===== config.mk =====
export PLATFORM = sky130hd
export DESIGN_NAME = vga_timing
export DESIGN_NICKNAME = d
export VERILOG_FILES = /design/src/hw/vga_timing.sv
export SDC_FILE = /design/constraint.sdc
export NUM_CORES = 1
export LEC_CHECK = 0
export ABC_CLOCK_PERIOD_IN_PS = 4900
export BUFFER_PORTS_ARGS = -buffer_cell sky130_fd_sc_hd__buf_2
export CAP_MARGIN = 20
export CELL_PAD_IN_SITES_DETAIL_PLACEMENT = 1
export CELL_PAD_IN_SITES_GLOBAL_PLACEMENT = 1
export CORE_ASPECT_RATIO = 1.4
export CORE_MARGIN = 2
export CORE_UTILIZATION = 49
export DETAILED_ROUTE_END_ITERATION = 10
export PLACE_DENSITY = 0.82
export RECOVER_POWER = 50
export REMOVE_ABC_BUFFERS = 1
export SYNTH_ARGS = -nofsm -noshare
export SYNTH_HDL_FRONTEND = slang
export SYNTH_SLANG_ARGS = --single-unit

===== constraint.sdc =====
create_clock -name clk_i -period 4.9 [get_ports clk_i]
set_clock_uncertainty 0.1 [all_clocks]
set_input_delay 0.735 -clock clk_i [delete_from_list [all_inputs] [get_ports clk_i]]
set_output_delay 0.735 -clock clk_i [all_outputs]
set_load 0.05 [all_outputs]

===== src/hw/vga_timing.sv =====
`timescale 1ns/1ps
`default_nettype none

module vga_timing #(
  parameter int H_ACTIVE = 640,
  parameter int H_FRONT  = 16,
  parameter int H_SYNC   = 96,
  parameter int H_BACK   = 48,
  parameter int V_ACTIVE = 480,
  parameter int V_FRONT  = 10,
  parameter int V_SYNC   = 2,
  parameter int V_BACK   = 33
) (
  input  wire  clk_i,
  input  wire  rst_i,
  output logic hs_o,
  output logic vs_o,
  output logic active_o,
  output logic frame_start_o
);

  localparam int H_TOTAL = H_ACTIVE + H_FRONT + H_SYNC + H_BACK;
  localparam int V_TOTAL = V_ACTIVE + V_FRONT + V_SYNC + V_BACK;
  localparam int HW = $clog2(H_TOTAL);
  localparam int VW = $clog2(V_TOTAL);

  logic [HW-1:0] hcnt_q;
  logic [VW-1:0] vcnt_q;
  logic          h_wrap;

  assign h_wrap = (hcnt_q == HW'(H_TOTAL - 1));

  always_ff @(posedge clk_i or posedge rst_i)
  begin
    if (rst_i)
    begin
      hcnt_q <= '0;
      vcnt_q <= VW'(V_ACTIVE); // come up in vertical blank so the FIFO can fill
    end
    else if (h_wrap)
    begin
      hcnt_q <= '0;
      vcnt_q <= (vcnt_q == VW'(V_TOTAL - 1)) ? '0 : vcnt_q + 1'b1;
    end
    else
      hcnt_q <= hcnt_q + 1'b1;
  end

  assign hs_o = !(hcnt_q >= HW'(H_ACTIVE + H_FRONT) &&
                  hcnt_q < HW'(H_ACTIVE + H_FRONT + H_SYNC));
  assign vs_o = !(vcnt_q >= VW'(V_ACTIVE + V_FRONT) &&
                  vcnt_q < VW'(V_ACTIVE + V_FRONT + V_SYNC));
  assign active_o = (hcnt_q < HW'(H_ACTIVE)) && (vcnt_q < VW'(V_ACTIVE));

  // last visible pixel, the fetch restarts and refills during vertical blank
  assign frame_start_o = (hcnt_q == HW'(H_ACTIVE - 1)) && (vcnt_q == VW'(V_ACTIVE - 1));

  a_hcnt_range: assert property (@(posedge clk_i) disable iff (rst_i)
    int'(hcnt_q) < H_TOTAL);

endmodule

`default_nettype wire


==> impl_metrics.json <==
{
  "status": "finished clean",
  "clock.fmax_mhz": 349,
  "synth_seq_area_share": 0.448,
  "reg2reg_depth": 4,
  "synth_edf_count": 0,
  "tightestPinTransition_ns": 0.777,
  "synth_ff_type": "dfrtp_1",
  "ys_ff_latch": 20,
  "fin_setup_tns_ns": 0,
  "hold_viol": 0,
  "place.port_buffers": 5,
  "htree_num_levels": 1,
  "clock-root-buffer": "clkbuf_4",
  "power.density_mw_per_mm2": 212,
  "std_cell_rows": 20,
  "min_period_over_period": 0.584,
  "critPathMaxStageDelay_ns": 0.43,
  "critical_path_buf_inv_count": 1,
  "crit_family": "simple AND/OR/NAND/NOR gates",
  "rsz0062_at_grt": "false",
  "syn_area_per_cell_um2": 9.65,
  "drtIter0Drc": 17,
  "slowest_stage": "dfrtp_1",
  "slew_headroom": 0.482,
  "grt_overflow": 0,
  "final_area_mm2": 0.00119,
  "grt_pass1_wl_mm": 4.26,
  "grt_util_all_layers": 0.217,
  "hold_buffers": 0,
  "yosysWarningCount": 0,
  "cp_max_fo": 5,
  "startpoint_type": "flop",
  "n_antenna_cell": 0,
  "crit_path_end_kind": "output port",
  "timing.final.crit_period_ns": 2.86,
  "synth-async-reset-ratio": 1.00,
  "cp.required_ns": 4.07,
  "finalSetupViolations": 0,
  "num_vias": 913,
  "synth_top_area_share": 0.355,
  "hold_depth": 1,
  "grt_pass1_vias": 921,
  "die_w_um": 44.6,
  "ys_top_cells_by_count": "dfrtp_1, nand3_1, nand2_1, nor2_1, inv_1",
  "min_path_type": "reg2reg",
  "path_clk_slew_ns": 0.12,
  "die_area_mm2": 0.00271,
  "cts_tree": "done",
  "antenna_found_initial": 0,
  "gp_congestion": 0.753,
  "utilization": 0.548,
  "drive_above_1_share": 0.145,
  "netlist_area_mm2": 0.00113,
  "yosys.cell_types.count": 33,
  "crit_chain": "ha_1 > and4_1 > nand4_1 > nor4_1 > buf_2",
  "post-synth-top-area-cell": "dfrtp_1",
  "yosysMostFrequentCell": "dfrtp_1",
  "cts_buffer_depth": 2,
  "cts-buffers-inserted": 3,
  "fin_nets": 132,
  "via_per_inst": 6.25,
  "cts-resized-gates": 0,
  "cts_setup_buffers": 0,
  "start_util": 0.518,
  "core_mm2": 0.00218,
  "grt_max_degree": 21,
  "crit_type": "reg2out",
  "insertion_delay_ns": 0.31,
  "drcViolationCount": 0,
  "dp_hpwl_mm": 1.82,
  "placed_cell_area_mm2": 0.00117,
  "synthTopCellsByArea": "dfrtp_1, dfstp_2, ha_1",
  "io_pins": 6,
  "p_leak_nw": 0.496,
  "synth_cells": 117,
  "cts_sinks": 20,
  "antenna_left": 0,
  "maxSlewViolCount": 0,
  "drt-total-wl_mm": 2.42,
  "crit_cells": 5,
  "area_growth_pct": 5.65,
  "dieHeight_um": 60.8,
  "drv_cap": 0,
  "route.detailed.wl_per_inst_um": 16.6,
  "first_pass_iters": 4,
  "cp.arrival_ns": 2.03,
  "irDropWorstVdd_uv": 135
}
==> final cells by class <==
type | count | area, µm²
Sequential cell | 20 | 505
Clock buffer | 4 | 26.3
Inverter | 7 | 26.3
Timing Repair Buffer | 5 | 25.0
Tap cell | 22 | 27.5
Multi-Input combinational cell | 88 | 582
Fill cell | 260 | 985
==> registers in the layout, indices dropped and copies added (netlist names) <==
register / cells
hcnt_q: 10
vcnt_q: 10
==> layer usage <==
metal / routed length [µm] / vias to the layer above / global-route usage / part of all wire
li1: - / 433 / - / -
met1: 1010 / 457 / 0.252 / 0.42
met2: 1290 / 16 / 0.387 / 0.53
met3: 54 / 7 / 0.0208 / 0.022
met4: 68 / 0 / 0.113 / 0.028
met5: 0 / - / 0 / 0
==> final timing paths <==
| path | slack (ns) | end | start |
|---|---|---|---|
| min reg2reg | 0.43 | hcnt_q[0]$_DFF_PP0_ | hcnt_q[0]$_DFF_PP0_ |
| min in group asynchronous | 0.44 | hcnt_q[0]$_DFF_PP0_ | rst_i |
| max in group asynchronous | 3.76 | hcnt_q[8]$_DFF_PP0_ | rst_i |
| max | 2.04 | frame_start_o | hcnt_q[0]$_DFF_PP0_ |
| max reg2reg | 2.78 | vcnt_q[9]$_DFFE_PP0N_ | hcnt_q[5]$_DFF_PP0_ |
| min | 0.43 | hcnt_q[0]$_DFF_PP0_ | hcnt_q[0]$_DFF_PP0_ |
==> metrics by stage <==
step                total power (W)  worst slack, ns  std cells  hold slack (ns)
finish                     0.000252             2.04        146            0.426
global route               0.000258             1.85        146            0.469
CTS                        0.000253             2.01        146            0.440
detailed placement         0.000172             2.36        142            0.424
global placement           0.000172             2.46        142            0.391
floorplan                  0.000171             1.54        115            0.375
==> layout by cell type, fill, tap and decap left out, drive strengths merged, types with 4 or more instances in the layout <==
cell type,netlist,layout
xor2,6,6
ha,5,5
xnor2,5,5
clkbuf,1,4
dfstp,4,4
dfrtp,16,16
or3,4,4
buf,1,5
nor2,8,8
nand4,6,6
o21ai,6,6
inv,7,7
nand3,12,12
nand2,9,9
==> where the power goes <==
group | switching, W | internal, W
clock | 0.0000519 | 0.0000318
sequential | 0 | 0.000165
combinational | 0.00000325 | 0.000000320
==> cell families after synthesis <==
group	after synthesis	synth area share
simple gates	58	0.295
xor+xnor	11	0.0854
buf+inv	9	0.0366
flops	20	0.448
fa+ha+maj	5	0.0554
compound gates	14	0.0798
No activity file was read; power rests on OpenSTA's default activity.
