### src/hw/vga_pkg.sv
`default_nettype none

package vga_pkg;

  typedef logic [11:0] wb_adr_t; // register space, byte address
  typedef logic [31:0] wb_dat_t;
  typedef logic [3:0]  wb_sel_t;
  typedef logic [31:0] fb_adr_t; // frame buffer, word address

  // r in 23:16, g in 15:8, b in 7:0
  typedef logic [23:0] rgb_t;

  typedef enum logic [1:0] {
    MODE_MONO = 2'd0, // 1 bpp, white or black
    MODE_PAL  = 2'd1, // 8 bpp through the palette
    MODE_GRAY = 2'd2  // 8 bpp, r = g = b
  } vga_mode_t;

  localparam wb_adr_t REG_BASE   = 12'hc00;
  localparam wb_adr_t REG_MODE   = 12'hc04;
  localparam wb_adr_t REG_STATUS = 12'hc08; // bit 0 sticky underrun, write 1 clears

endpackage

`default_nettype wire

### src/hw/vga_pixel.sv
`timescale 1ns/1ps
`default_nettype none

module vga_pixel (
  input  wire                     clk_i,
  input  wire                     rst_i,
  input  wire vga_pkg::vga_mode_t mode_i,
  input  wire                     active_i,
  input  wire                     hs_i,
  input  wire                     vs_i,
  input  wire vga_pkg::wb_dat_t   word_i,
  input  wire                     empty_i,
  input  wire vga_pkg::rgb_t      cdat_i,
  output logic                    pop_o,
  output logic [7:0]              cidx_o,
  output logic                    underrun_o,
  output logic [7:0]              r_o,
  output logic [7:0]              g_o,
  output logic [7:0]              b_o,
  output logic                    hs_o,
  output logic                    vs_o,
  output logic                    blank_n_o
);

  import vga_pkg::*;

  logic [4:0] pix_q, pix_last;
  wb_dat_t    word_q, cur_word;
  logic       dead_q, need_word, starve;
  logic       act1_q, show1_q, hs1_q, vs1_q, bit1_q;
  logic [7:0] byte1_q;
  rgb_t       colour;

  assign pix_last  = (mode_i == MODE_MONO) ? 5'd31 : 5'd3;
  assign need_word = active_i && (pix_q == 5'd0) && !dead_q;
  assign starve    = need_word && empty_i;
  assign pop_o     = need_word && !empty_i;
  assign underrun_o = starve;

  // first pixel of a word comes straight from the FIFO head
  assign cur_word = (pix_q == 5'd0) ? word_i : word_q;
  assign cidx_o   = cur_word[8*pix_q[1:0] +: 8];

  always_ff @(posedge clk_i or posedge rst_i)
  begin
    if (rst_i)
    begin
      pix_q  <= '0;
      dead_q <= 1'b0;
    end
    else
    begin
      if (!vs_i)
        pix_q <= '0; // realign with the fetch each frame
      else if (active_i)
        pix_q <= (pix_q >= pix_last) ? 5'd0 : pix_q + 5'd1;
      if (!hs_i)
        dead_q <= 1'b0;
      else if (starve)
        dead_q <= 1'b1; // black until end of line
    end
  end

  always_ff @(posedge clk_i)
  begin
    if (pop_o)
      word_q <= word_i;
    bit1_q  <= cur_word[pix_q];
    byte1_q <= cidx_o;
  end

  always_ff @(posedge clk_i or posedge rst_i)
  begin
    if (rst_i)
    begin
      act1_q  <= 1'b0;
      show1_q <= 1'b0;
      hs1_q   <= 1'b1;
      vs1_q   <= 1'b1;
    end
    else
    begin
      act1_q  <= active_i;
      show1_q <= active_i && !dead_q && !starve;
      hs1_q   <= hs_i;
      vs1_q   <= vs_i;
    end
  end

  always_comb
  begin
    case (mode_i)
      MODE_MONO: colour = {24{bit1_q}};
      MODE_PAL:  colour = cdat_i; // lookup lands with stage 1
      MODE_GRAY: colour = {3{byte1_q}};
      default:   colour = '0;
    endcase
  end

  always_ff @(posedge clk_i or posedge rst_i)
  begin
    if (rst_i)
    begin
      {r_o, g_o, b_o} <= '0;
      hs_o            <= 1'b1;
      vs_o            <= 1'b1;
      blank_n_o       <= 1'b0;
    end
    else
    begin
      {r_o, g_o, b_o} <= show1_q ? colour : '0;
      hs_o            <= hs1_q;
      vs_o            <= vs1_q;
      blank_n_o       <= act1_q;
    end
  end

endmodule

`default_nettype wire

### config.mk
export PLATFORM = sky130hd
export DESIGN_NAME = vga_pixel
export DESIGN_NICKNAME = d
export VERILOG_FILES = /design/src/hw/vga_pkg.sv /design/src/hw/vga_pixel.sv
export SDC_FILE = /design/constraint.sdc
export NUM_CORES = 1
export LEC_CHECK = 0
export BUFFER_PORTS_ARGS = -buffer_cell sky130_fd_sc_hd__buf_2
export CAP_MARGIN = 20
export CORE_MARGIN = 2
export CORE_UTILIZATION = 40
export CTS_BUF_LIST = sky130_fd_sc_hd__clkbuf_16
export DETAILED_ROUTE_END_ITERATION = 16
export GPL_TIMING_DRIVEN = 0
export PLACE_DENSITY = 0.6
export SKIP_CTS_REPAIR_TIMING = 1
export SLEW_MARGIN = 25
export SYNTH_ARGS = -nofsm -noshare
export SYNTH_HDL_FRONTEND = slang
export SYNTH_SLANG_ARGS = --single-unit
export TNS_END_PERCENT = 10
### constraint.sdc
create_clock -name clk_i -period 4.6 [get_ports clk_i]
set_clock_uncertainty 0.1 [all_clocks]
set_input_delay 0.92 -clock clk_i [delete_from_list [all_inputs] [get_ports clk_i]]
set_output_delay 0.92 -clock clk_i [all_outputs]
set_load 0.005 [all_outputs]
==> impl_results.md, run 1 <==
* Remaining DRCs at 0
* Worst EP required at 3.58 ns
* Area occupied by registers at 2072 um^2
* Result of the run: finished, final reports clean
* Synth top area share at 25.71%
* Vias in the first global route at 2733
* Multi-input gate area at 1519 um^2
* Power per Cell Area at 403.4 nW/um^2
* Max clock buf depth at 2
* Initial core utilization at 40.83%
* Setup violators final at 0
* Critical path class: reg -> out
* Ys async rst share at 47.44%
* HPWL Detailed at 6915 um
* CTS sink cnt at 78
* Nets at 494
* Crit path DAT at 3.36 ns
* # fillers at 820
* Clock root cell: clkbuf_16
* CP Launch Type: register
* Commonest non-fill, non-tap cells in the layout: buf_2 (101), nand2_1 (34), nor2b_1 (33), a21oi_1 (33), dfrtp_1 (33)
* Sw Ratio at 27.25%
* Leak Pwr at 2.085 nW
* Via Count at 2808
* CTS tree: done
* Total congestion overflow at 0
* Buffers on Ports at 99
* Syn Nets at 385
* Final Power at 1.896 mW
* Gp weighted congestion at 0.8491
* Number of diodes at 0
* Layout cell share with drive strength beyond 1 at 34.42%
* Max H-tree Level at 3
* Max-Cap Viols at 0
* Later-pin clock latency in the skew report at 0.34 ns
* #FFs+latches synth at 78
* First-pass GRT wire length at 14380 um
* EDFF count, synth at 32
* Site row count at 35
* Worst IR drop on VDD at 0.1943 mV
* Drt via density at 5.190
* Largest net degree at the start of global routing at 38
* Iteration count of the initial detailed-routing pass at 4
* Max Clk Rate at 228.4 MHz
* Avg WL per Cell at 16.93 um
* Setup TNS at 0 ns
* Int Pwr at 1.379 mW
* Num ports at 101
* Final period util at 95.20%
* Top_reg_cell synth: dfrtp_1
* Max-Slew Margin vs Limit at 49.18%
* Clock-pin slew on the worst setup and hold paths at 0.06 ns
* DIE HEIGHT at 100.7 um
* Synthesis-to-finish area growth at 25.78%
* Routed WL at 9159 um
* RSZ-0062 raised after global routing: false
* Sequential fraction of the synthesis area at 55.44%
* Yosys cell types at 50
* Critical path endpoint category: output pin
* Logic pwr share at 18.8%
* Crit path max fanout at 12
* Initial antenna violation count at 0
* Iter 0 DRT Violations at 168
* Worst min path class: reg -> reg
* Period minus WS final at 4.379 ns
* Cell taking the most area after synthesis: edfxtp_1
* Clock share of power at 38.7%
* Netlist Area Pre-Place at 3737 um^2
* DIE AREA at 10130 um^2
* Measured slew at the worst slew-check pin at 0.7611 ns
* DIE WIDTH at 100.7 um
* Core Area at 9153 um^2
* Syn Inst Count at 316
* Final ANT Viol Nets at 0
* Area contributors post-synth: edfxtp_1 (26%), dfrtp_1 (22%), nor2b_1 (5.5%), dfxtp_1 (4.8%), a21oi_1 (4.4%)
* Final hold violation count at 0
* Global-route usage over all layers at 18.68%
* Synth warn at 0
* Register share of total power at 42.6%
* Num CTS Buffers at 9
* Fin. max-slew vios at 0
* Psw at 0.5167 mW
* Synth Area per Inst at 11.83 um^2
* Most common cell after layout, fill and taps aside: buf_2
==> cell type report <==
type	instances	area share, %
inverter	8	0.6388
clock buffer	9	4.791
timing repair buffer	100	11.13
buffer	21	2.475
multi-input combinational	207	32.31
sequential	78	44.08
clock inverter	7	1.624
tap	111	2.954
==> power by group through the flow <==
stage | combinational [mW] | clock [mW] | sequential [mW]
finish | 0.356 | 0.733 | 0.807
global route | 0.394 | 0.770 | 0.811
CTS | 0.360 | 0.746 | 0.807
detailed placement | 0.358 | 0 | 0.821
global placement | 0.348 | 0 | 0.821
floorplan | 0.218 | 0 | 0.821
==> per-layer routing <==
layer / routed length, um / part of all wire (%) / up-vias / GRT usage [%]
met5: 0 / 0 / - / 0
met2: 4260 / 47 / 116 / 30.15
met1: 4181 / 46 / 1313 / 25.11
met3: 582 / 6.4 / 10 / 3.467
met4: 135 / 1.5 / 0 / 6.955
li1: - / - / 1369 / -
==> critical path, cell delays in order, from the launching register on <==
cell and delay [ns]:
dfrtp_1 0.38, buf_2 0.19, inv_1 0.32, ha_1 0.35, nor4b_4 0.42, buf_6 0.25
buf_12 0.16, mux2i_1 0.11, and2_1 0.17, o31ai_1 0.45, buf_2 0.20
==> cell usage after synthesis, types with 3 or more instances <==
cell / number
a21o_1: 4
o31ai_1: 3
nor2b_1: 33
edfxtp_1: 32
o21ai_0: 7
mux2i_1: 11
mux4_1: 3
inv_1: 8
nand2_1: 34
o211ai_1: 7
dfstp_2: 4
mux4_2: 7
nor2_1: 10
nand3_1: 5
a21oi_1: 33
a211oi_1: 9
dfrtp_1: 33
mux2_2: 7
clkbuf_1: 16
ha_1: 5
dfxtp_1: 9
==> cell families (layout without fill, tap and decap cells) <==
group           count (synthesis)  count (layout)  share of synthesized area [%]
compound gates                 74              74                          12.86
xor+xnor                        1               1                         0.2344
fa+ha+maj                       5               5                          1.674
buf+inv                        31             145                          4.118
flops                          78              78                          55.44
mux                            29              29                          11.68
simple gates                   98              98                          13.99
==> per-stage QoR <==
stage / worst slack (ns) / std cells / utilization (%) / hold WS (ns) / area [um^2]
3_3_place_gp: -1.192 / 526 / 47.76 / 0.2370 / 4372
5_1_grt: 0.04223 / 541 / 51.36 / 0.2598 / 4701
6_report: 0.2209 / 541 / 51.36 / 0.2538 / 4701
3_5_place_dp: 0.3747 / 527 / 48.15 / 0.2404 / 4407
4_1_cts: -0.005631 / 543 / 51.44 / 0.2553 / 4708
2_1_floorplan: 0.3019 / 316 / - / 0.2312 / 3737
==> path summary, 6_finish.rpt <==
| path | slack, ns | endpoint | start | cells past startpoint |
|---|---|---|---|---|
| worst max-delay path | 0.22 | cidx_o[4] | pix_q[1] | 10 |
| worst min-delay path | 0.25 | blank_n_o | act1_q | 0 |
| worst max register to register | 1.39 | bit1_q | pix_q[1] | 10 |
| worst min register to register | 0.25 | blank_n_o | act1_q | 0 |
| max in group asynchronous | 3.30 | r_o[1] | rst_i | 2 |
| min in group asynchronous | 0.61 | blank_n_o | rst_i | 2 |
==> sequential cells by signal (all words and copies together) (netlist names) <==
signal,cells
r_o,8
blank_n_o,1
show1_q,1
dead_q,1
pix_q,5
vs1_q,1
hs1_q,1
vs_o,1
hs_o,1
bit1_q,1
g_o,8
act1_q,1
byte1_q,8
word_q,32
b_o,8
Power figures use the tool's default switching activity.
==> inputs of run 2 (changes only) <==
- SETUP_SLACK_MARGIN: not set -> 0.3
==> run 2 against run 1 <==
  * Maximum frequency is 5.4% higher
  * Global-route usage stayed put
  * Flip-flop and latch count stayed put
  * Power is 0.42% higher
  * Highest routed layer unchanged
==> impl_results.md, run 2 (synthesis gave the netlist of run 1 again) <==
* Max stage delay on crit path at 0.49 ns (+0.04 ns)
* Worst IR drop on VDD at 0.1945 mV (+0.12%)
* Avg WL per Cell at 16.89 um (-0.23%)
* Drt via density at 5.202 (+0.23%)
* Crit path max-delay family: buffers and inverters
* Iteration count of the initial detailed-routing pass at 4 (unchanged)
* Leak Pwr at 2.098 nW (+0.63%)
* Fin. max-slew vios at 0 (unchanged)
* Final ANT Viol Nets at 0 (unchanged)
* Clock root cell: clkbuf_16
* # fillers at 821 (+0.12%)
* Via Count at 2830 (+0.78%)
* Max reg flops at 32 (unchanged)
* Remaining DRCs at 0 (unchanged)
* Routed WL at 9189 um (+0.33%)
* Setup violators final at 0 (unchanged)
* Area occupied by registers at 2072 um^2 (unchanged)
* Iter 0 DRT Violations at 149 (-11%)
* Post-placement setup slack at 0.3747 ns (unchanged)
* Initial core utilization at 40.83% (unchanged)
* DIE HEIGHT at 100.7 um (unchanged)
* CP Launch Type: register
* Setup TNS at 0 ns (unchanged)
* Final period util at 90.35% (-4.9 points)
* Reg2Reg Launch Point: pix_q[1]
* RSZ-0062 raised after global routing: false
* Buffers on Ports at 99 (unchanged)
* Final hold violation count at 0 (unchanged)
* Final WS setup at 0.4440 ns (+0.2231 ns)
* Later-pin clock latency in the skew report at 0.34 ns (about the same)
* Total congestion overflow at 0 (unchanged)
* CTS sink cnt at 78 (unchanged)
* Num CTS Buffers at 9 (unchanged)
* Layout cell share with drive strength beyond 1 at 35.33% (+0.92 points)
* Initial antenna violation count at 0 (unchanged)
* CTS tree: done
* Largest net degree at the start of global routing at 38 (unchanged)
* Synthesis-to-finish area growth at 26.45%
* Critical path endpoint category: output pin
* Crit path DAT at 3.14 ns (-0.22 ns)
* Worst min path class: reg -> reg
* HPWL Detailed at 6915 um (unchanged)
* Hold WS at 0.2539 ns (+0.00006300 ns)
* DIE WIDTH at 100.7 um (unchanged)
* Site row count at 35 (unchanged)
* Global-route usage over all layers at 18.68% (unchanged)
* Power per Cell Area at 402.9 nW/um^2 (-0.11%)
* Num ports at 101 (unchanged)
* DIE AREA at 10130 um^2 (unchanged)
* Critical path class: reg -> out
* Most common cell after layout, fill and taps aside: buf_2
* Commonest non-fill, non-tap cells in the layout: buf_2 (101), nand2_1 (34), nor2b_1 (33), a21oi_1 (33), dfrtp_1 (33)
* Max-Slew Margin vs Limit at 49.04% (-0.14 points)
* Multi-input gate area at 1526 um^2 (+0.49%)
* CP most frequent cell: buf_2
* Buf+Inv Stages, Crit Path at 6 (+1)
* Max-Cap Viols at 0 (unchanged)
* Slowest-stage cell, CP: mux4_2
* Result of the run: finished, final reports clean
* Nets at 497 (+0.61%)
* Biggest register: word_q
* Max H-tree Level at 3 (unchanged)
* Final Power at 1.904 mW (+0.42%)
* First-pass GRT wire length at 14380 um (unchanged)
* Worst EP required at 3.58 ns (about the same)
* Vias in the first global route at 2733 (unchanged)
* Clock-pin slew on the worst setup and hold paths at 0.06 ns (about the same)
* Core Area at 9153 um^2 (unchanged)
* Crit path max fanout at 10 (-2)
* Worst Setup SP: pix_q[1]
* Worst-path cell chain: buf_2, inv_1, clkbuf_2, ha_2, nor4b_4, buf_6, buf_12, mux4_2, nand2_1, o31ai_2, buf_2
* Max clock buf depth at 2 (unchanged)
* Measured slew at the worst slew-check pin at 0.7633 ns (+0.002103 ns)
* Gp weighted congestion at 0.8491 (unchanged)
* Period minus WS final at 4.156 ns (-0.2231 ns)
* Number of diodes at 0 (unchanged)
* Max Clk Rate at 240.6 MHz (+5.4%)
* Min-Delay Startpoint: act1_q
-- run 2: worst paths after layout --
path	slack [ns]	endpoint	cells after the start
max	0.44	cidx_o[4]	11
min	0.25	blank_n_o	0
max reg2reg	1.50	bit1_q	10
min reg2reg	0.25	blank_n_o	0
max in group asynchronous	3.30	r_o[1]	2
min in group asynchronous	0.61	blank_n_o	2
-- run 2: through the flow --
step,cells,util [%],instance area (um^2)
global placement,526,47.76,4372
finish,544,51.63,4726
global route,544,51.63,4726
detailed placement,527,48.15,4407
floorplan,316,-,3737
CTS,543,51.44,4708
-- run 2: metal layers --
layer	vias to the layer above	track usage, %	part of all wire [%]
li1	1373	-	-
met1	1318	25.11	46
met2	124	30.15	46
met3	15	3.467	6.1
met4	0	6.955	1.8
met5	-	0	0
-- run 2: cell type report --
type	instances	area share [%]
Clock buffer	9	4.766
Buffer	23	2.674
Multi-Input combinational cell	207	32.30
Inverter	8	0.6354
Clock inverter	7	1.615
Tap cell	111	2.939
Sequential cell	78	43.84
Timing Repair Buffer	101	11.23
-- run 2: report_power, final --
part | switching [mW] | internal (mW)
sequential | 0.0184 | 0.788
clock | 0.308 | 0.428
combinational | 0.195 | 0.167
total | 0.521 | 1.38
