**src/hw/vga_pkg.sv**
```systemverilog
`default_nettype none

package vga_pkg;

  typedef logic [11:0] wb_adr_t; // register space, byte address
  typedef logic [31:0] wb_dat_t;
  typedef logic [3:0]  wb_sel_t;
  typedef logic [31:0] fb_adr_t; // frame buffer, word address

  // r in 23:16, g in 15:8, b in 7:0
  typedef logic [23:0] rgb_t;

  typedef enum logic [1:0] {
    MODE_MONO = 2'd0, // 1 bpp, white or black
    MODE_PAL  = 2'd1, // 8 bpp through the palette
    MODE_GRAY = 2'd2  // 8 bpp, r = g = b
  } vga_mode_t;

  localparam wb_adr_t REG_BASE   = 12'hc00;
  localparam wb_adr_t REG_MODE   = 12'hc04;
  localparam wb_adr_t REG_STATUS = 12'hc08; // bit 0 sticky underrun, write 1 clears

endpackage

`default_nettype wire

```
**src/hw/vga_fetch.sv**
```systemverilog
`timescale 1ns/1ps
`default_nettype none

module vga_fetch #(
  parameter int DEPTH = 16
) (
  input  wire                   clk_i,
  input  wire                   rst_i,
  input  wire vga_pkg::fb_adr_t base_i,
  input  wire                   frame_start_i,
  input  wire                   pop_i,
  input  wire                   fb_ack_i,
  input  wire                   fb_stall_i,
  input  wire vga_pkg::wb_dat_t fb_dat_i,
  output logic                  fb_cyc_o,
  output logic                  fb_stb_o,
  output vga_pkg::fb_adr_t      fb_adr_o,
  output vga_pkg::wb_dat_t      word_o,
  output logic                  empty_o
);

  import vga_pkg::*;

  localparam int AW = $clog2(DEPTH);
  localparam int CW = AW + 2;

  wb_dat_t       mem [DEPTH];
  logic [AW:0]   wptr_q, rptr_q, count;
  logic [CW-1:0] pending_q, drop_q, pending_n, slots_used;
  fb_adr_t       adr_q;
  logic          stb_q, stale_q;
  logic          acc, push, full;

  assign acc   = stb_q && !fb_stall_i;
  assign count = wptr_q - rptr_q;
  assign full  = (count == (AW+1)'(DEPTH));
  // acks still owed from the previous frame are dropped
  assign push  = fb_ack_i && (drop_q == '0) && !frame_start_i;

  assign pending_n  = pending_q + CW'(acc) - CW'(fb_ack_i);
  assign slots_used = pending_q + CW'(count) + CW'(stb_q); // a waiting request holds a slot

  always_ff @(posedge clk_i or posedge rst_i)
  begin
    if (rst_i)
    begin
      stb_q     <= 1'b0;
      stale_q   <= 1'b0;
      adr_q     <= '0;
      pending_q <= '0;
      drop_q    <= '0;
      wptr_q    <= '0;
      rptr_q    <= '0;
    end
    else
    begin
      pending_q <= pending_n;
      stb_q     <= (stb_q && fb_stall_i) || (slots_used < CW'(DEPTH));
      if (frame_start_i)
      begin
        drop_q <= pending_n;
        wptr_q <= '0;
        rptr_q <= '0;
        if (stb_q && fb_stall_i)
          stale_q <= 1'b1; // keep the stalled request, drop its data later
        else
        begin
          stale_q <= 1'b0;
          adr_q   <= base_i;
        end
      end
      else
      begin
        drop_q <= drop_q + CW'(acc && stale_q) - CW'(fb_ack_i && drop_q != '0);
        if (push)
          wptr_q <= wptr_q + 1'b1;
        if (pop_i)
          rptr_q <= rptr_q + 1'b1;
        if (acc)
        begin
          adr_q   <= stale_q ? base_i : adr_q + 32'd1;
          stale_q <= 1'b0;
        end
      end
    end
  end

  always_ff @(posedge clk_i)
  begin
    if (push)
      mem[wptr_q[AW-1:0]] <= fb_dat_i;
  end

  assign word_o   = mem[rptr_q[AW-1:0]]; // show-ahead
  assign empty_o  = (count == '0);
  assign fb_stb_o = stb_q;
  assign fb_adr_o = adr_q;
  assign fb_cyc_o = stb_q || (pending_q != '0);

  a_no_overflow: assert property (@(posedge clk_i) disable iff (rst_i)
    push |-> !full);
  a_no_underflow: assert property (@(posedge clk_i) disable iff (rst_i)
    pop_i |-> !empty_o);

endmodule

`default_nettype wire

```
**config.mk**
```make
export PLATFORM = sky130hd
export DESIGN_NAME = vga_fetch
export DESIGN_NICKNAME = d
export VERILOG_FILES = /design/src/hw/vga_pkg.sv /design/src/hw/vga_fetch.sv
export SDC_FILE = /design/constraint.sdc
export NUM_CORES = 1
export LEC_CHECK = 0
export BUFFER_PORTS_ARGS = -buffer_cell sky130_fd_sc_hd__buf_2
export CAP_MARGIN = 10
export CORE_ASPECT_RATIO = 0.6
export CORE_UTILIZATION = 30
export CTS_CLUSTER_SIZE = 25
export DETAILED_ROUTE_END_ITERATION = 10
export GPL_TIMING_DRIVEN = 0
export HOLD_SLACK_MARGIN = 0.12
export SYNTH_ARGS = -nofsm -noshare
export SYNTH_HDL_FRONTEND = slang
export SYNTH_SLANG_ARGS = --single-unit
```
**constraint.sdc**
```tcl
create_clock -name clk_i -period 12 [get_ports clk_i]
set_clock_uncertainty 0.1 [all_clocks]
set_input_delay 1.8 -clock clk_i [delete_from_list [all_inputs] [get_ports clk_i]]
set_output_delay 1.8 -clock clk_i [all_outputs]
set_load 0.01 [all_outputs]
```
==> reports/qor.yml, run 1 <==
critical_path.reg2reg.startpoint: "rptr_q[2]$_DFFE_PP0P_"
yosys.cell_types.count: 65
ioPinCount: 137
clock_tree.buffer_depth: 3
area_growth_pct: 18.4
detailroute.wirelength.met2_mm: 25.6
max-slew-margin-rel: 0.358
critPathMaxStageDelay_ps: 560
chipHeight_um: 218
place.port_buffers: 136
crit_path_max_fanout: 10
crit_slowest_cell: "sky130_fd_sc_hd__clkinv_1"
worst_skew_pair.late_latency_ps: 640
critPathBufInv: 5
power.density_cell_area_nw_per_um2: 178
drtIter0Drc: 1565
cp.required_ps: 10100
min_period_ps: 6380
ir_worst_vdd_v: 0.000105
antenna_found_initial: 6
grt_util_all_layers: 0.151
post_drt_via_cell_ratio: 5.00
globalRouteOverflowTotal: 0
post_cts.resized_instances: 0
cts_buffers: 55
grt_first_pass_wirelength_mm: 88.5
final_net_count: 1675
route.top_layer_used: "met5"
total_leakage_power_nw: 9.17
r2r-end: "fb_stb_o$_DFF_PP0_"
ys_async_sr_fraction: 0.0986
ff2ff_setup_slack_ps: 7990
clock-root-buffer: "sky130_fd_sc_hd__clkbuf_16"
critical_path_arrival_ps: 4480
initial_core_utilization: 0.306
placeableCoreArea_um2: 76300
post_cts_buffers: 0
route.final.wire_length_mm: 59.6
cell_area_after_synthesis_um2: 23400
path_delay_family: "buffers and inverters"
setup-violations-final: 0
final_routed_wire_length_divided_by_cell_count_um: 22.4
synthCells: 1352
hpwlAfterDp_mm: 40.5
grt_start_max_net_pins: 39
postSynth.topFlopCell: "sky130_fd_sc_hd__edfxtp_1"
final.period_utilization: 0.531
holdCritPathClass: "reg -> reg"
slew_worst_pin_ps: 957
start_kind: "register"
met3WireLength_mm: 4.62
max_freq_ghz: 0.157
worst-r2r-cell-count: 10
post_route_cells_drive_above_1_share: 0.264
synth.yosys.seq_area_share: 0.718
timing.setup.tns_ps: 0
antenna_left: 0
setup_repair_after_global_routing_missed_its_margin: "false"
gp_routability_congestion: 0.872
worst_path_depth: 10
setup.worst_path.end_class: "output port"
tritoncts: "built"
vias: 13300
syn_area_per_cell_um2: 17.3
critPathMostFrequentCell: "sky130_fd_sc_hd__buf_2"
worst-setup-path-type: "reg -> out"
hold_path_end: "fb_adr_o[22]$_DFFE_PP0P_"
worst_hold_slack_ps: 465
synth_edf_count: 512
worst_hold_startpoint: "fb_adr_o[22]$_DFFE_PP0P_"
mappedNetlistNets: 1456
m1_wire_length_mm: 28.4
htree_num_levels: 2
floorplan.die_area_um2: 79100
die_w_um: 362
synth-seq-cells: 568
final-hold-violation-count: 0
run_status: "complete, no violations"
synthesis.yosys.warnings: 0
drv_slew: 0
holdBufCountCts: 0
path_clk_slew_ps: 70
holdPathStages: 1
max_cap_violations: 0
grt_pass1_vias: 13400
route.detailed.drc: 0
std_cell_rows: 78
crit_path_cell_trace: "buf_2 > buf_1 > clkinv_1 > clkbuf_1 > ha_1 > a21o_1 > a21oi_1 > xnor2_1 > nor4_1 > buf_2"
numClockSinks: 568
drt_first_pass_iters: 7
-- final cells by class --
cell class / instances / area [µm²]
plain buffers: 74 / 335
clock buffers: 66 / 1430
repair buffers: 162 / 1090
clock inverters: 37 / 358
flip-flops and latches: 568 / 16800
fillers: 7168 / 48600
diodes: 3 / 7.51
multi-input cells: 678 / 6260
well taps: 1040 / 1300
inverters: 32 / 120
-- cell usage in the layout (no fill, tap or decap), types with 12 or more instances in the layout --
master	count
sky130_fd_sc_hd__edfxtp_1	512
sky130_fd_sc_hd__nand2_1	169
sky130_fd_sc_hd__buf_2	144
sky130_fd_sc_hd__mux4_2	128
sky130_fd_sc_hd__dfrtp_1	56
sky130_fd_sc_hd__clkbuf_1	55
sky130_fd_sc_hd__clkbuf_16	55
sky130_fd_sc_hd__a21oi_1	40
sky130_fd_sc_hd__a31oi_1	37
sky130_fd_sc_hd__and3_1	36
sky130_fd_sc_hd__nor2_1	31
sky130_fd_sc_hd__ha_1	31
sky130_fd_sc_hd__inv_1	30
sky130_fd_sc_hd__o21ai_0	28
sky130_fd_sc_hd__nand3_1	26
sky130_fd_sc_hd__clkinv_2	13
sky130_fd_sc_hd__buf_12	13
sky130_fd_sc_hd__buf_4	12
sky130_fd_sc_hd__nor2_4	12
-- metrics by stage --
step           utilization  setup WS [ps]  power (mW)  instances  area, µm²
2_1_floorplan            -           6740        2.93       1352      23400
6_report             0.363           5620        4.93       2660      27700
3_5_place_dp         0.339           6220        3.24       2554      25900
4_1_cts              0.363           5510        4.97       2657      27700
3_3_place_gp         0.332           4020        3.22       2528      25400
5_1_grt              0.363           5260        5.14       2657      27700
-- cell families after synthesis --
family	Yosys count	synth area share
mux	132	0.125
compound gates	153	0.0407
simple gates	339	0.0705
buf+inv	106	0.0195
xor+xnor	20	0.00749
fa+ha+maj	34	0.0192
flops	568	0.718
-- metal layers --
metal,track usage,vias to the layer above
met2,0.219,430
met3,0.0331,92
li1,-,5807
met1,0.230,6959
met5,0,-
met4,0.0343,4
-- Yosys cell counts (28+ instances only) --
master | instances | area [µm²]
sky130_fd_sc_hd__edfxtp_1 | 512 | 15400
sky130_fd_sc_hd__nand2_1 | 169 | 634
sky130_fd_sc_hd__mux4_2 | 128 | 2880
sky130_fd_sc_hd__dfrtp_1 | 56 | 1400
sky130_fd_sc_hd__clkbuf_1 | 45 | 169
sky130_fd_sc_hd__nor2_1 | 43 | 161
sky130_fd_sc_hd__a21oi_1 | 40 | 200
sky130_fd_sc_hd__a31oi_1 | 37 | 231
sky130_fd_sc_hd__and3_1 | 36 | 225
sky130_fd_sc_hd__ha_1 | 31 | 388
sky130_fd_sc_hd__inv_1 | 31 | 116
sky130_fd_sc_hd__o21ai_0 | 28 | 140
-- state kept, by name, indices dropped and copies added (netlist names) --
| register | flops |
|---|---|
| rptr_q | 5 |
| fb_stb_o | 1 |
| wptr_q | 5 |
| pending_q | 6 |
| stale_q | 1 |
| drop_q | 6 |
| fb_adr_o | 32 |
| mem | 512 |
-- where the power goes --
part / internal [mW] / switching (mW)
Sequential: 2.24 / 0.105
Combinational: 0.351 / 0.513
Clock: 0.945 / 0.773
-- worst max path at each step --
stage,from,endpoint,slack [ps]
2_1_floorplan,fb_ack_i,mem[0][0]$_DFFE_PP_,6740
3_5_place_dp,rptr_q[2]$_DFFE_PP0P_,empty_o,6220
6_report,rptr_q[2]$_DFFE_PP0P_,empty_o,5620
4_1_cts,rptr_q[2]$_DFFE_PP0P_,empty_o,5510
5_1_grt,rptr_q[2]$_DFFE_PP0P_,empty_o,5260
3_3_place_gp,fb_ack_i,mem[3][7]$_DFFE_PP_,4020
No activity file was read; power rests on OpenSTA's default activity.
==> run 2, diff against run 1 <==
- ABC_AREA: unset -> 1
- clock period: 12 -> 6.1 ns (I/O delays scaled with it)
==> reports/qor.yml, run 2 <==
synth.most_common_cell: "sky130_fd_sc_hd__edfxtp_1"
r2r-end: "fb_stb_o$_DFF_PP0_"
synth-seq-cells: 568
place.port_buffers: 135
floorplan.die_area_um2: 82100
ioPinCount: 137
synth_edf_count: 512
critical_path.reg2reg.startpoint: "rptr_q[1]$_DFFE_PP0P_"
cp-startpoint: "rptr_q[1]$_DFFE_PP0P_"
vias: 17600
power.density_cell_area_nw_per_um2: 349
yosys.area.top_type: "sky130_fd_sc_hd__edfxtp_1"
antenna_found_initial: 16
drv_slew: 0
start_kind: "register"
synthesis.yosys.warnings: 0
max-slew-margin-rel: 0.394
post_cts.resized_instances: 0
final_core_util: 0.358
mostFrequentLayoutCell: "sky130_fd_sc_hd__edfxtp_1"
ir_worst_vdd_v: 0.000217
netlist_top_cells_count: "sky130_fd_sc_hd__edfxtp_1, sky130_fd_sc_hd__nor2_1, sky130_fd_sc_hd__nand2_1"
groute.layer.met1.usage: 0.286
initial_core_utilization: 0.304
hpwlAfterDp_mm: 52.2
worst-setup-path-type: "reg -> out"
gr-usage-met3: 0.0436
endpoint: "empty_o"
cell_area_after_synthesis_um2: 24300
worst_hold_slack_ps: 306
setup.worst_path.end_class: "output port"
final_cells: 3489
final-hold-violation-count: 0
post_route_cells_drive_above_1_share: 0.128
top_usage_layer: "met1"
final_routed_wire_length_divided_by_cell_count_um: 21.2
cts_buffers: 56
grt_start_max_net_pins: 31
post-route-worst-setup-slack_ps: 1700
clock_tree.buffer_depth: 3
dpl.cell_count: 3385
globalRouteOverflowTotal: 0
die_w_um: 369
htree_num_levels: 2
synthCells: 2167
place_worst_setup_slack_ps: 2330
ys_async_sr_fraction: 0.0986
path_clk_slew_ps: 70
most-common-layout-cells: "sky130_fd_sc_hd__edfxtp_1, sky130_fd_sc_hd__nor2_1, sky130_fd_sc_hd__nand2_1"
tritoncts: "built"
largest_register_ff_count: 512
slew_worst_pin_ps: 909
mappedNetlistNets: 2271
final_design_area_no_fill_um2: 28600
chipHeight_um: 222
ff2ff_setup_slack_ps: 2660
drt_first_pass_iters: 9
post_cts_buffers: 0
report.power.total_mw: 9.96
drtIter0Drc: 2262
critical_path_arrival_ps: 3390
route.final.wire_length_mm: 74.0
post_drt_via_cell_ratio: 5.04
gp_routability_congestion: 0.939
violations: "DRC"
syn_area_per_cell_um2: 11.2
holdCritPathClass: "in -> async"
min_period_ps: 4400
route.detailed.drc: 16
max_cap_violations: 0
setup-violations-final: 0
grt_util_all_layers: 0.176
post_dp_cell_area_um2: 26800
final_net_count: 2481
area_growth_pct: 17.6
yosys.cell_types.count: 35
postSynth.topFlopCell: "sky130_fd_sc_hd__edfxtp_1"
synthTopCellsByArea: "sky130_fd_sc_hd__edfxtp_1, sky130_fd_sc_hd__nor2_1, sky130_fd_sc_hd__dfrtp_1"
final.period_utilization: 0.722
grt_first_pass_wirelength_mm: 107
worst-r2r-cell-count: 16
synth_top_area_frac: 0.633
cp.required_ps: 5080
timing.setup.tns_ps: 0
crit_path_max_fanout: 11
synth.yosys.seq_area_share: 0.691
setup_repair_after_global_routing_missed_its_margin: "false"
numClockSinks: 568
placeableCoreArea_um2: 79800
clock-root-buffer: "sky130_fd_sc_hd__clkbuf_16"
max_freq_ghz: 0.227
holdBufCountCts: 0
grt.met2_usage: 0.231
grt_pass1_vias: 16000
std_cell_rows: 80
total_leakage_power_nw: 10.1
worst_skew_pair.late_latency_ps: 620
run_status: "complete, but fails checks"
antenna_left: 0
-- run 2: per-layer routing --
metal	up-vias	part of all wire	wire length, µm
met5	-	0.0011	79
met4	12	0.014	1070
li1	8046	-	-
met1	8543	0.47	35000
met3	84	0.12	9110
met2	886	0.39	28700
-- run 2: logic make-up after synthesis --
| family | after synthesis | synth area share |
|---|---|---|
| simple gates | 861 | 0.140 |
| flops | 568 | 0.691 |
| compound gates | 472 | 0.108 |
| buf+inv | 224 | 0.0400 |
| fa+ha+maj | 34 | 0.0184 |
| xor+xnor | 8 | 0.00289 |
-- run 2: cell type report --
class,instances,area [µm²]
fillers,7820,51200
flip-flops and latches,568,16800
multi-input cells,1375,6660
clock buffers,69,1450
well taps,1066,1330
repair buffers,152,1050
plain buffers,116,567
inverters,108,405
clock inverters,29,312
diodes,6,15.0
-- run 2: how the worst min path moves through the flow --
stage / from / end / depth (start not counted)
2_1_floorplan: rptr_q[4]$_DFFE_PP0P_ / rptr_q[4]$_DFFE_PP0P_ / 1
3_3_place_gp: rptr_q[4]$_DFFE_PP0P_ / rptr_q[4]$_DFFE_PP0P_ / 1
3_5_place_dp: rptr_q[4]$_DFFE_PP0P_ / rptr_q[4]$_DFFE_PP0P_ / 1
4_1_cts: rst_i / pending_q[0]$_DFF_PP0_ / 2
5_1_grt: rst_i / rptr_q[0]$_DFFE_PP0P_ / 2
6_report: rst_i / rptr_q[0]$_DFFE_PP0P_ / 2
-- run 2: critical path: stages, from the launching register on --
cell and delay, ps:
sky130_fd_sc_hd__dfrtp_1 500, sky130_fd_sc_hd__inv_1 170, sky130_fd_sc_hd__buf_2 240, sky130_fd_sc_hd__clkbuf_1 690
sky130_fd_sc_hd__fa_1 580, sky130_fd_sc_hd__nor3_1 210, sky130_fd_sc_hd__nand2_1 70, sky130_fd_sc_hd__nor2_1 110
sky130_fd_sc_hd__buf_2 170
-- run 2: report_power, final --
part           switching (mW)  internal (mW)  total (mW)
Sequential              0.237           4.41        4.64
Clock                    1.50           1.90        3.40
Combinational            1.29          0.631        1.92
Total                    3.02           6.94        9.96
