File: src/hw/vga_pkg.sv
`default_nettype none

package vga_pkg;

  typedef logic [11:0] wb_adr_t; // register space, byte address
  typedef logic [31:0] wb_dat_t;
  typedef logic [3:0]  wb_sel_t;
  typedef logic [31:0] fb_adr_t; // frame buffer, word address

  // r in 23:16, g in 15:8, b in 7:0
  typedef logic [23:0] rgb_t;

  typedef enum logic [1:0] {
    MODE_MONO = 2'd0, // 1 bpp, white or black
    MODE_PAL  = 2'd1, // 8 bpp through the palette
    MODE_GRAY = 2'd2  // 8 bpp, r = g = b
  } vga_mode_t;

  localparam wb_adr_t REG_BASE   = 12'hc00;
  localparam wb_adr_t REG_MODE   = 12'hc04;
  localparam wb_adr_t REG_STATUS = 12'hc08; // bit 0 sticky underrun, write 1 clears

endpackage

`default_nettype wire

File: src/hw/vga_regs.sv
`timescale 1ns/1ps
`default_nettype none

module vga_regs (
  input  wire                    clk_i,
  input  wire                    rst_i,
  input  wire                    in_cyc_i,
  input  wire                    in_stb_i,
  input  wire                    in_we_i,
  input  wire vga_pkg::wb_adr_t  in_adr_i,
  input  wire vga_pkg::wb_sel_t  in_sel_i,
  input  wire vga_pkg::wb_dat_t  in_dat_i,
  input  wire                    underrun_i,
  input  wire vga_pkg::rgb_t     pal_rdat_i,
  output logic                   in_ack_o,
  output logic                   in_stall_o,
  output vga_pkg::wb_dat_t       in_dat_o,
  output vga_pkg::fb_adr_t       base_o,
  output vga_pkg::vga_mode_t     mode_o,
  output logic                   pal_we_o,
  output logic [7:0]             pal_widx_o,
  output vga_pkg::rgb_t          pal_wdat_o
);

  import vga_pkg::*;

  typedef enum logic [1:0] {S_IDLE, S_ACCESS, S_DONE} state_t;

  state_t    state_q;
  fb_adr_t   base_q;
  vga_mode_t mode_q;
  logic      underrun_q;
  logic      hit_pal, hit_base, hit_mode, hit_status;
  logic      wr_en;
  wb_dat_t   pal_merged;

  function automatic wb_dat_t merge_bytes(input wb_dat_t old_v, input wb_dat_t new_v,
                                          input wb_sel_t sel);
    wb_dat_t res;
    res = old_v;
    for (int i = 0; i < 4; i++)
      if (sel[i])
        res[8*i +: 8] = new_v[8*i +: 8];
    return res;
  endfunction

  assign hit_pal    = (in_adr_i[11:10] == 2'b00);
  assign hit_base   = (in_adr_i[11:2] == REG_BASE[11:2]);
  assign hit_mode   = (in_adr_i[11:2] == REG_MODE[11:2]);
  assign hit_status = (in_adr_i[11:2] == REG_STATUS[11:2]);

  assign in_ack_o   = (state_q == S_ACCESS);
  assign in_stall_o = 1'b0;
  assign wr_en      = (state_q == S_ACCESS) && in_we_i;

  // palette port is shared, old entry is back by the access cycle
  assign pal_widx_o = in_adr_i[9:2];
  assign pal_merged = merge_bytes({8'h00, pal_rdat_i}, in_dat_i, in_sel_i);
  assign pal_wdat_o = pal_merged[23:0];
  assign pal_we_o   = wr_en && hit_pal;

  assign base_o = base_q;
  assign mode_o = mode_q;

  always_comb
  begin
    in_dat_o = '0; // unmapped reads
    if (state_q == S_ACCESS && !in_we_i)
    begin
      if (hit_pal)
        in_dat_o = {8'h00, pal_rdat_i};
      else if (hit_base)
        in_dat_o = base_q;
      else if (hit_mode)
        in_dat_o = {30'h0, mode_q};
      else if (hit_status)
        in_dat_o = {31'h0, underrun_q};
    end
  end

  always_ff @(posedge clk_i or posedge rst_i)
  begin
    if (rst_i)
    begin
      state_q    <= S_IDLE;
      base_q     <= '0;
      mode_q     <= MODE_MONO;
      underrun_q <= 1'b0;
    end
    else
    begin
      case (state_q)
        S_IDLE:
          if (in_cyc_i && in_stb_i)
            state_q <= S_ACCESS;
        S_ACCESS:
          state_q <= S_DONE;
        default:
          state_q <= S_IDLE;
      endcase
      if (wr_en && hit_base)
        base_q <= merge_bytes(base_q, in_dat_i, in_sel_i);
      if (wr_en && hit_mode && in_sel_i[0])
        mode_q <= vga_mode_t'(in_dat_i[1:0]);
      if (underrun_i)
        underrun_q <= 1'b1; // a new underrun beats the clear
      else if (wr_en && hit_status && in_sel_i[0] && in_dat_i[0])
        underrun_q <= 1'b0;
    end
  end

  a_ack_single: assert property (@(posedge clk_i) disable iff (rst_i)
    in_ack_o |=> !in_ack_o);

endmodule

`default_nettype wire

File: config.mk
export PLATFORM = sky130hd
export DESIGN_NAME = vga_regs
export DESIGN_NICKNAME = d
export VERILOG_FILES = /design/src/hw/vga_pkg.sv /design/src/hw/vga_regs.sv
export SDC_FILE = /design/constraint.sdc
export NUM_CORES = 1
export LEC_CHECK = 0
export BUFFER_PORTS_ARGS = -buffer_cell sky130_fd_sc_hd__buf_2
export CAP_MARGIN = 15
export CORE_MARGIN = 2
export CORE_UTILIZATION = 30
export DETAILED_ROUTE_END_ITERATION = 6
export GPL_ROUTABILITY_DRIVEN = 0
export MAX_ROUTING_LAYER = met4
export PLACE_DENSITY = 0.61
export SLEW_MARGIN = 15
export SYNTH_ARGS = -nofsm -noshare
export SYNTH_HDL_FRONTEND = slang
export SYNTH_SLANG_ARGS = --single-unit
File: constraint.sdc
create_clock -name clk_i -period 4.1 [get_ports clk_i]
set_input_delay 0.82 -clock clk_i [delete_from_list [all_inputs] [get_ports clk_i]]
set_output_delay 0.82 -clock clk_i [all_outputs]
set_load 0.02 [all_outputs]
==> results of run 1 <==
logic make-up after synthesis:
group	share of synthesized area, %
multiplexers	33.4
AND/OR/NAND/NOR	12.5
flip-flops	39.0
AO/OA/AOI/OAI	9.33
buffers and inverters	5.64
other	0.158
stage by stage:
| stage | cell area, um^2 | total power (uW) | cells | hold WS [ns] |
|---|---|---|---|---|
| 2_1_floorplan | 2370 | 465 | 186 | 0.464 |
| 3_3_place_gp | 3300 | 532 | 447 | 0.490 |
| 3_5_place_dp | 3300 | 534 | 447 | 0.493 |
| 4_1_cts | 3420 | 874 | 455 | 0.511 |
| 5_1_grt | 3420 | 900 | 455 | 0.530 |
| 6_report | 3420 | 855 | 455 | 0.516 |
cells in the final DEF (no fill, tap or decap), types with 2 or more instances in the layout:
cell type	netlist	routed
nand3b_1	2	2
or4_1	2	2
nand2b_1	5	5
buf_2	2	175
nor3_1	4	3
nor4_4	3	3
mux2_4	32	32
buf_4	10	6
clkbuf_8	0	6
dfrtp_1	37	37
and2_1	8	8
mux2i_1	2	2
a22o_1	22	22
mux2_1	2	2
nor2b_1	2	2
nand2_1	4	4
mux2_2	24	24
report_power, final:
part | switching, uW | leakage (uW) | internal, uW | total (uW)
clock | 131 | 0.0000585 | 198 | 329
combinational | 89.1 | 0.00136 | 68.5 | 158
sequential | 2.18 | 0.000510 | 366 | 369
per-layer routing:
metal	up-vias	global-route usage (%)
met2	110	26.2
met3	4	3.22
met5	-	-
met4	0	2.57
li1	1012	-
met1	1045	18.1
worst paths after layout:
kind,endpoint,slack (ns),cells past startpoint
max,in_dat_o[11],0.56,6
min,state_q[0],0.52,1
max reg2reg,base_o[10],1.71,3
min reg2reg,state_q[0],0.52,1
max in group asynchronous,base_o[21],3.12,3
min in group asynchronous,base_o[30],0.64,3
critical path, delay by kind of cell:
family / cells / cell delay (ns)
AO/OA/AOI/OAI: 1 / 0.16
buffers and inverters: 3 / 0.55
AND/OR/NAND/NOR: 2 / 1.17
flip-flops by register name (all words and copies together), names as in the netlist:
register / count
base_o: 32
mode_o: 2
state_q: 2
underrun_q: 1
layout make-up:
class	instances	area (um^2)
Fill cell	742	4270
Inverter	1	3.75
Clock buffer	7	86.3
Clock inverter	1	30.0
Timing Repair Buffer	181	921
Multi-Input combinational cell	126	1330
Sequential cell	37	926
Tap cell	102	128
==> summary.txt, run 1 <==
CTS HTree Levels: 2
CTS max path bufs: 2
Post-place setup slack: 0.564 ns
Met1 WL: 2.98 mm
Layout area overhead: 44.0%
Largest cells by area after synthesis: dfrtp_1, mux2_4, mux2_2, a22o_1, buf_4
Die Span Y: 93.0 um
Worst Hold Class: reg -> reg
First-pass GRT wire length: 10.0 mm
Crit path arrival time: 2.72 ns
TritonCTS Sinks: 37
# Post-CTS Setup Buffers: 0
RSZ-0062 raised after global routing: no
Main flop type after synthesis: dfrtp_1
All-Layer GR Usage: 15.0%
Critical Path Source Type: input port
Number of DRC markers in iteration 0: 40
Synth area leader: dfrtp_1
Net Count, Synth: 264
DR WL/cell: 14.8 um
Commonest cells in the synthesized netlist: dfrtp_1, mux2_4, mux2_2, a22o_1, buf_4
Relative slew slack: 43.2%
Post-detailed-route DRC marker count: 0
Crit path time final: 3.54 ns
Layout cells sized above 1: 71.1%
# rows: 32
Slowest stage cell, crit path: or4_1
Global route total overflow: 0
Core ar.: 7690 um^2
P per Cell Area: 250 nW/um^2
Leakage: 0.00193 uW
Max stage delay on crit path: 0.78 ns
Vias in the first global route: 2008
Post-layout util: 44.5%
Routed Antenna Nets: 0
CTS root buffer: clkbuf_8
CTS tree: built
Met2 WL: 3.24 mm
Final Max Slew Viols: 0
Cells resized by post-CTS repair: 0
Sequential area share after synthesis: 39.0%
Clock Skew: 0.00392 ns
Fin Setup TNS: 0 ns
CP Cell Sequence: buf_2 > or4_1 > nor4_2 > buf_4 > a22o_1 > buf_2
Req. time, crit path: 3.28 ns
Launch point of the worst path: in_adr_i[5]
Max-cap violations: 0
Fmax: 283 MHz
Post-synth cell types: 33
FF-to-FF Start: state_q[1]
Synth warn: 0
Type of the worst setup path: in -> out
Hold Buf Count CTS: 0
Initial antenna violation count: 0
VDD IR-drop max: 0.112 mV
Hpwl dp: 5.04 mm
Min setup slack post-route: 0.565 ns
Cells after synthesis: 186
Post-layout nets: 430
Fin crit share: 86.2%
Final hold vios: 0
Vias: 2171
CTS Buf Count: 5
Clk_lat worst skew: 0.28 ns
Setup crit end kind: output port
CP Max Fanout: 16
Max Used Layer: met4
Mapped Area: 2370 um^2
Top cell by count, worst path: buf_2
Via-to-Cell Ratio: 4.77
HP Start: state_q[0]
Largest net degree at the start of global routing: 38
Average size of a mapped cell: 12.8 um^2
Post-synth top area share: 39.0%
Die Wd: 93.0 um
Die footprint: 8640 um^2
Clk slew on worst S/H paths: 0.07 ns
Status: finished clean
Post-synth ARST share: 100%
Register bit total from synthesis: 37
Most common cell in the synthesized netlist: dfrtp_1
Initial Util: 30.9%
PortBufs: 175
Post-Route WL: 6.72 mm
Final setup violating endpoints: 0
Pre-antenna DRT Iters: 4
EDFF count, synth: 0
Measured slew at the worst slew-check pin: 0.846 ns
Top-Level Pins: 179
ANT cells: 0
DR WL met3: 476 um
Note: power is estimated with default switching activity, not from simulation.
==> run 2: changes to the inputs <==
--- a/config.mk
+++ b/config.mk
@@ -5,14 +5,14 @@
 export SDC_FILE = /design/constraint.sdc
 export NUM_CORES = 1
 export LEC_CHECK = 0
-export BUFFER_PORTS_ARGS = -buffer_cell sky130_fd_sc_hd__buf_2
 export CAP_MARGIN = 15
 export CORE_MARGIN = 2
 export CORE_UTILIZATION = 30
 export DETAILED_ROUTE_END_ITERATION = 6
+export DONT_BUFFER_PORTS = 1
 export GPL_ROUTABILITY_DRIVEN = 0
 export MAX_ROUTING_LAYER = met4
-export PLACE_DENSITY = 0.61
+export PLACE_DENSITY = 0.42
 export SLEW_MARGIN = 15
 export SYNTH_ARGS = -nofsm -noshare
 export SYNTH_HDL_FRONTEND = slang
==> constraint.sdc (replaced) <==
create_clock -name clk_i -period 4.6 [get_ports clk_i]
set_input_delay 0.92 -clock clk_i [delete_from_list [all_inputs] [get_ports clk_i]]
set_output_delay 0.92 -clock clk_i [all_outputs]
set_load 0.02 [all_outputs]
==> run 2 against run 1 <==
  * Total power decreased by 14%
  * Final cell count decreased by 39%
  * Register-to-register slack improved by 0.41 ns
  * Combinational power down 55%
  * Largest cell class unchanged
  * Clock skew increased by 0.0017 ns
  * Flip-flop and latch count unchanged
  * First-iteration DRC count decreased by 13%
  * Core utilization is 11 points lower
  * Sequential share of layout area increased by 9.2 points
==> summary.txt, run 2 (synthesis gave the netlist of run 1 again) <==
Status: finished clean
Final Max Slew Viols: 0
Dpl cells: 271
Top cell by count, worst path: or4_1
Via-to-Cell Ratio: 5.77
Final setup violating endpoints: 0
Clock Skew: 0.00563 ns
TritonCTS Sinks: 37
Cells resized by post-CTS repair: 0
Crit path time final: 3.65 ns
All-Layer GR Usage: 15.1%
Die Span Y: 93.0 um
Met2 WL: 3.63 mm
PortBufs: 0
Area of the multi-input gates: 1330 um^2
Max Used Layer: met4
Layout cells sized above 1: 42.9%
Post-detailed-route DRC marker count: 0
Core ar.: 7690 um^2
Slowest stage cell, crit path: or4_1
Fin Setup TNS: 0 ns
Design area: 2550 um^2
Routed Antenna Nets: 0
Setup crit end kind: output port
Post-Layout Cell Count: 279
Number of DRC markers in iteration 0: 35
# rows: 32
CP Max Fanout: 9
Pre-antenna DRT Iters: 4
Min setup slack post-route: 0.946 ns
Critical Path Source Type: input port
Layout area overhead: 7.59%
Die footprint: 8640 um^2
Placed Area: 2420 um^2
ANT cells: 0
CTS max path bufs: 2
Total power: 738 uW
CTS Buf Count: 5
CP Cell Sequence: or4_1 > or4_1 > a21oi_1
Req. time, crit path: 3.68 ns
CTS root buffer: clkbuf_8
Max-cap violations: 0
Clk_lat worst skew: 0.29 ns
# Post-CTS Setup Buffers: 0
Largest delay share family, worst path: simple AND/OR/NAND/NOR gates
Vias in the first global route: 1726
Relative slew slack: 36.9%
VDD IR-drop max: 0.110 mV
Fillers: 767
Worst path bufs/invs: 0
Fin crit share: 79.4%
Most common cell after layout, fill and taps aside: dfrtp_1
Most frequent cells in the layout: dfrtp_1, mux2_4, mux2_2
Measured slew at the worst slew-check pin: 0.939 ns
Clk slew on worst S/H paths: 0.07 ns
Max FFs per register: 32
Initial antenna violation count: 0
Hpwl dp: 4.98 mm
CTS tree: built
Global route total overflow: 0
Type of the worst setup path: in -> out
P per Cell Area: 289 nW/um^2
Fmax: 274 MHz
Crit path arrival time: 2.73 ns
Initial Util: 30.9%
Final hold vios: 0
Max stage delay on crit path: 0.79 ns
Worst Hold Class: reg -> reg
Post-Route WL: 6.66 mm
Post-layout nets: 254
DR WL/cell: 23.9 um
RSZ-0062 raised after global routing: no
Top-Level Pins: 179
Vias: 1610
Hold Buf Count CTS: 0
Die Wd: 93.0 um
Post-place setup slack: 0.936 ns
First-pass GRT wire length: 9.63 mm
Met1 WL: 2.48 mm
CTS HTree Levels: 2
Leakage: 0.00113 uW
Largest net degree at the start of global routing: 38
DR WL met3: 492 um
Register area: 926 um^2
## run 2: worst reg2reg max path, delay by kind of cell, from the launching register on
family	cells	cell delay [ns]
flip-flops	1	0.44
AND/OR/NAND/NOR	2	1.57
multiplexers	1	0.36
## run 2: report_power, final
part / internal, uW / switching, uW
combinational: 25.4 / 46.2
sequential: 327 / 2.80
clock: 216 / 121
## run 2: layer usage
layer,GRT usage [%],vias to the layer above
li1,-,663
met2,27.8,108
met4,5.15,0
met1,15.6,832
met3,3.79,7
met5,-,-
## run 2: cell type report
| type | instances | area share [%] |
|---|---|---|
| sequential | 37 | 36.2 |
| clock buffer | 5 | 2.69 |
| inverter | 1 | 0.147 |
| timing repair buffer | 5 | 1.47 |
| multi-input combinational | 126 | 51.9 |
| tap | 102 | 5.00 |
| clock inverter | 3 | 2.55 |
## run 2: path summary, 6_finish.rpt
| kind | startpoint | to | slack, ns | depth (start not counted) |
|---|---|---|---|---|
| max | in_adr_i[5] | in_dat_o[1] | 0.95 | 3 |
| min | underrun_q | underrun_q | 0.51 | 2 |
| max reg2reg | state_q[1] | base_o[0] | 2.12 | 3 |
| min reg2reg | underrun_q | underrun_q | 0.51 | 2 |
| max in group asynchronous | rst_i | base_o[6] | 3.61 | 2 |
| min in group asynchronous | rst_i | base_o[19] | 0.63 | 2 |
## run 2: through the flow
| step | util [%] | hold slack, ns |
|---|---|---|
| 2_1_floorplan | - | 0.464 |
| 3_3_place_gp | 31.5 | 0.499 |
| 3_5_place_dp | 31.5 | 0.506 |
| 4_1_cts | 33.2 | 0.524 |
| 5_1_grt | 33.2 | 0.547 |
| 6_report | 33.2 | 0.514 |
==> run 3: changes to the inputs <==
--- a/config.mk
+++ b/config.mk
@@ -5,6 +5,7 @@
 export SDC_FILE = /design/constraint.sdc
 export NUM_CORES = 1
 export LEC_CHECK = 0
+export ABC_AREA = 1
 export CAP_MARGIN = 15
 export CORE_MARGIN = 2
 export CORE_UTILIZATION = 30
==> constraint.sdc (replaced) <==
create_clock -name clk_i -period 3.4 [get_ports clk_i]
set_input_delay 0.68 -clock clk_i [delete_from_list [all_inputs] [get_ports clk_i]]
set_output_delay 0.68 -clock clk_i [all_outputs]
set_load 0.02 [all_outputs]
==> run 3 against run 2 <==
  * Total power grew 31%
  * Global-route usage rose by 0.28 points
  * Clock power increased by 21%
  * Sequential power grew 35%
  * Clock skew hardly changed
  * Critical path depth grew 5
  * Final area is 8.3% higher
  * Sequential share of layout area shrank 2.8 points
  * Register-to-register slack worse by 0.27 ns
  * Critical endpoint is now in_dat_o[11]
  * Largest cell class unchanged
==> summary.txt, run 3 <==
CTS root buffer: clkbuf_8
VDD IR-drop max: 0.103 mV
CP Max Fanout: 24
Clock Skew: 0.00571 ns
Post-synth cell types: 26
Pre-antenna DRT Iters: 4
Largest net degree at the start of global routing: 38
Final setup violating endpoints: 0
Worst Hold Class: in -> async
Max stage delay on crit path: 0.39 ns
P per Cell Area: 349 nW/um^2
Post-Route WL: 7.10 mm
Cells resized by post-CTS repair: 0
Register bit total from synthesis: 37
Type of the worst setup path: in -> out
FF-to-FF Start: state_q[1]
Final hold vios: 0
Max-cap violations: 0
# rows: 33
# Post-CTS Setup Buffers: 0
CTS tree: built
Die Span Y: 96.5 um
Initial antenna violation count: 0
Synth warn: 0
Measured slew at the worst slew-check pin: 0.683 ns
CTS HTree Levels: 2
RSZ-0062 raised after global routing: no
Req. time, crit path: 2.72 ns
Die footprint: 9310 um^2
Clk slew on worst S/H paths: 0.08 ns
Via-to-Cell Ratio: 4.92
Crit path time final: 2.75 ns
Cells after synthesis: 351
Routed Antenna Nets: 0
Clk_lat worst skew: 0.29 ns
Net Count, Synth: 429
Largest cells by area after synthesis: dfrtp_1, nand2_1, mux2_2, nand3_1, inv_1
Largest delay share family, worst path: simple AND/OR/NAND/NOR gates
Main flop type after synthesis: dfrtp_1
Average size of a mapped cell: 7.31 um^2
Layout area overhead: 7.85%
Register area: 926 um^2
PortBufs: 0
Reg2Reg Setup Slack: 1.85 ns
Number of DRC markers in iteration 0: 61
Hold Buf Count CTS: 0
CTS max path bufs: 2
Mapped Area: 2570 um^2
Slowest stage cell, crit path: a21oi_1
FF-to-FF path depth: 6
Post-synth ARST share: 100%
Total power: 967 uW
TritonCTS Sinks: 37
Final Max Slew Viols: 0
Relative slew slack: 54.0%
Global route total overflow: 0
Fillers: 902
Post-detailed-route DRC marker count: 0
First-pass GRT wire length: 10.5 mm
Post-synth top area share: 36.1%
Sequential area share after synthesis: 36.1%
CP Cell Sequence: nor2_1 > nand2_2 > nor2_4 > nand2_4 > inv_2 > buf_12 > nand2_1 > a21oi_1
Critical Path Source Type: input port
Initial Util: 31.1%
Layout cells sized above 1: 20.5%
Post-place setup slack: 0.633 ns
Post-layout nets: 424
Hpwl dp: 5.27 mm
Top-Level Pins: 179
Area of the multi-input gates: 1370 um^2
CTS Buf Count: 5
Vias: 2222
Synth area leader: dfrtp_1
Crit path arrival time: 2.07 ns
Core ar.: 8260 um^2
Leakage: 0.00136 uW
DR WL/cell: 15.7 um
Max FFs per register: 32
Most common cell after layout, fill and taps aside: nand2_1
Setup crit end kind: output port
Commonest cells in the synthesized netlist: nand2_1, dfrtp_1, nand3_1, inv_1, mux2_2
Min setup slack post-route: 0.649 ns
Fin crit share: 80.9%
ANT cells: 0
EDFF count, synth: 0
All-Layer GR Usage: 15.3%
Fmax: 363 MHz
Vias in the first global route: 2075
Fin Setup TNS: 0 ns
Most frequent cells in the layout: nand2_1, dfrtp_1, nand3_1
Reg-to-Reg End: base_o[30]
Worst path bufs/invs: 2
Die Wd: 96.5 um
Status: finished clean
Most common cell in the synthesized netlist: nand2_1
==> run 3: cell families (layout without fill, tap and decap cells) <==
kind of cell           count (synthesis)  count (layout)  share of synthesized area, %
AND/OR/NAND/NOR                      211             211                          38.6
multiplexers                          16              16                          7.02
AO/OA/AOI/OAI                         31              31                          7.61
buffers and inverters                 55              51                          10.6
flip-flops                            37              37                          36.1
other                                  1               1                         0.146
==> run 3: metrics by stage <==
step / utilization (%) / instances / hold WS [ns] / instance area (um^2)
after floorplan: - / 351 / 0.405 / 2570
after global placement: 32.1 / 444 / 0.416 / 2650
after detailed placement: 32.1 / 444 / 0.418 / 2650
after CTS: 33.5 / 452 / 0.393 / 2770
after global routing: 33.5 / 452 / 0.433 / 2770
final: 33.5 / 452 / 0.381 / 2770
==> run 3: report_power, final <==
part / switching [uW] / internal [uW]
clock: 171 / 239
combinational: 82.4 / 30.4
sequential: 2.87 / 442
==> run 3: layout make-up <==
class	instances	share of cell area, %
inverters	31	4.20
repair buffers	12	3.71
flip-flops and latches	37	33.5
multi-input cells	259	49.5
well taps	105	4.75
clock buffers	6	2.98
clock inverters	2	1.36
==> run 3: worst max path at each step <==
stage,start,endpoint,slack [ns],cells after the start
after floorplan,in_adr_i[9],in_dat_o[10],0.95,8
after global placement,in_adr_i[9],in_dat_o[11],0.64,8
after detailed placement,in_adr_i[9],in_dat_o[11],0.63,8
after CTS,in_adr_i[9],in_dat_o[11],0.63,8
after global routing,in_adr_i[9],in_dat_o[11],0.49,8
final,in_adr_i[9],in_dat_o[11],0.65,8
==> run 3: layer usage <==
layer | part of all wire, % | GRT usage (%) | vias up
li1 | - | - | 1090
met1 | 42 | 18.3 | 1015
met2 | 47 | 25.7 | 112
met3 | 10 | 3.88 | 5
met4 | 0.92 | 4.46 | 0
met5 | 0 | - | -
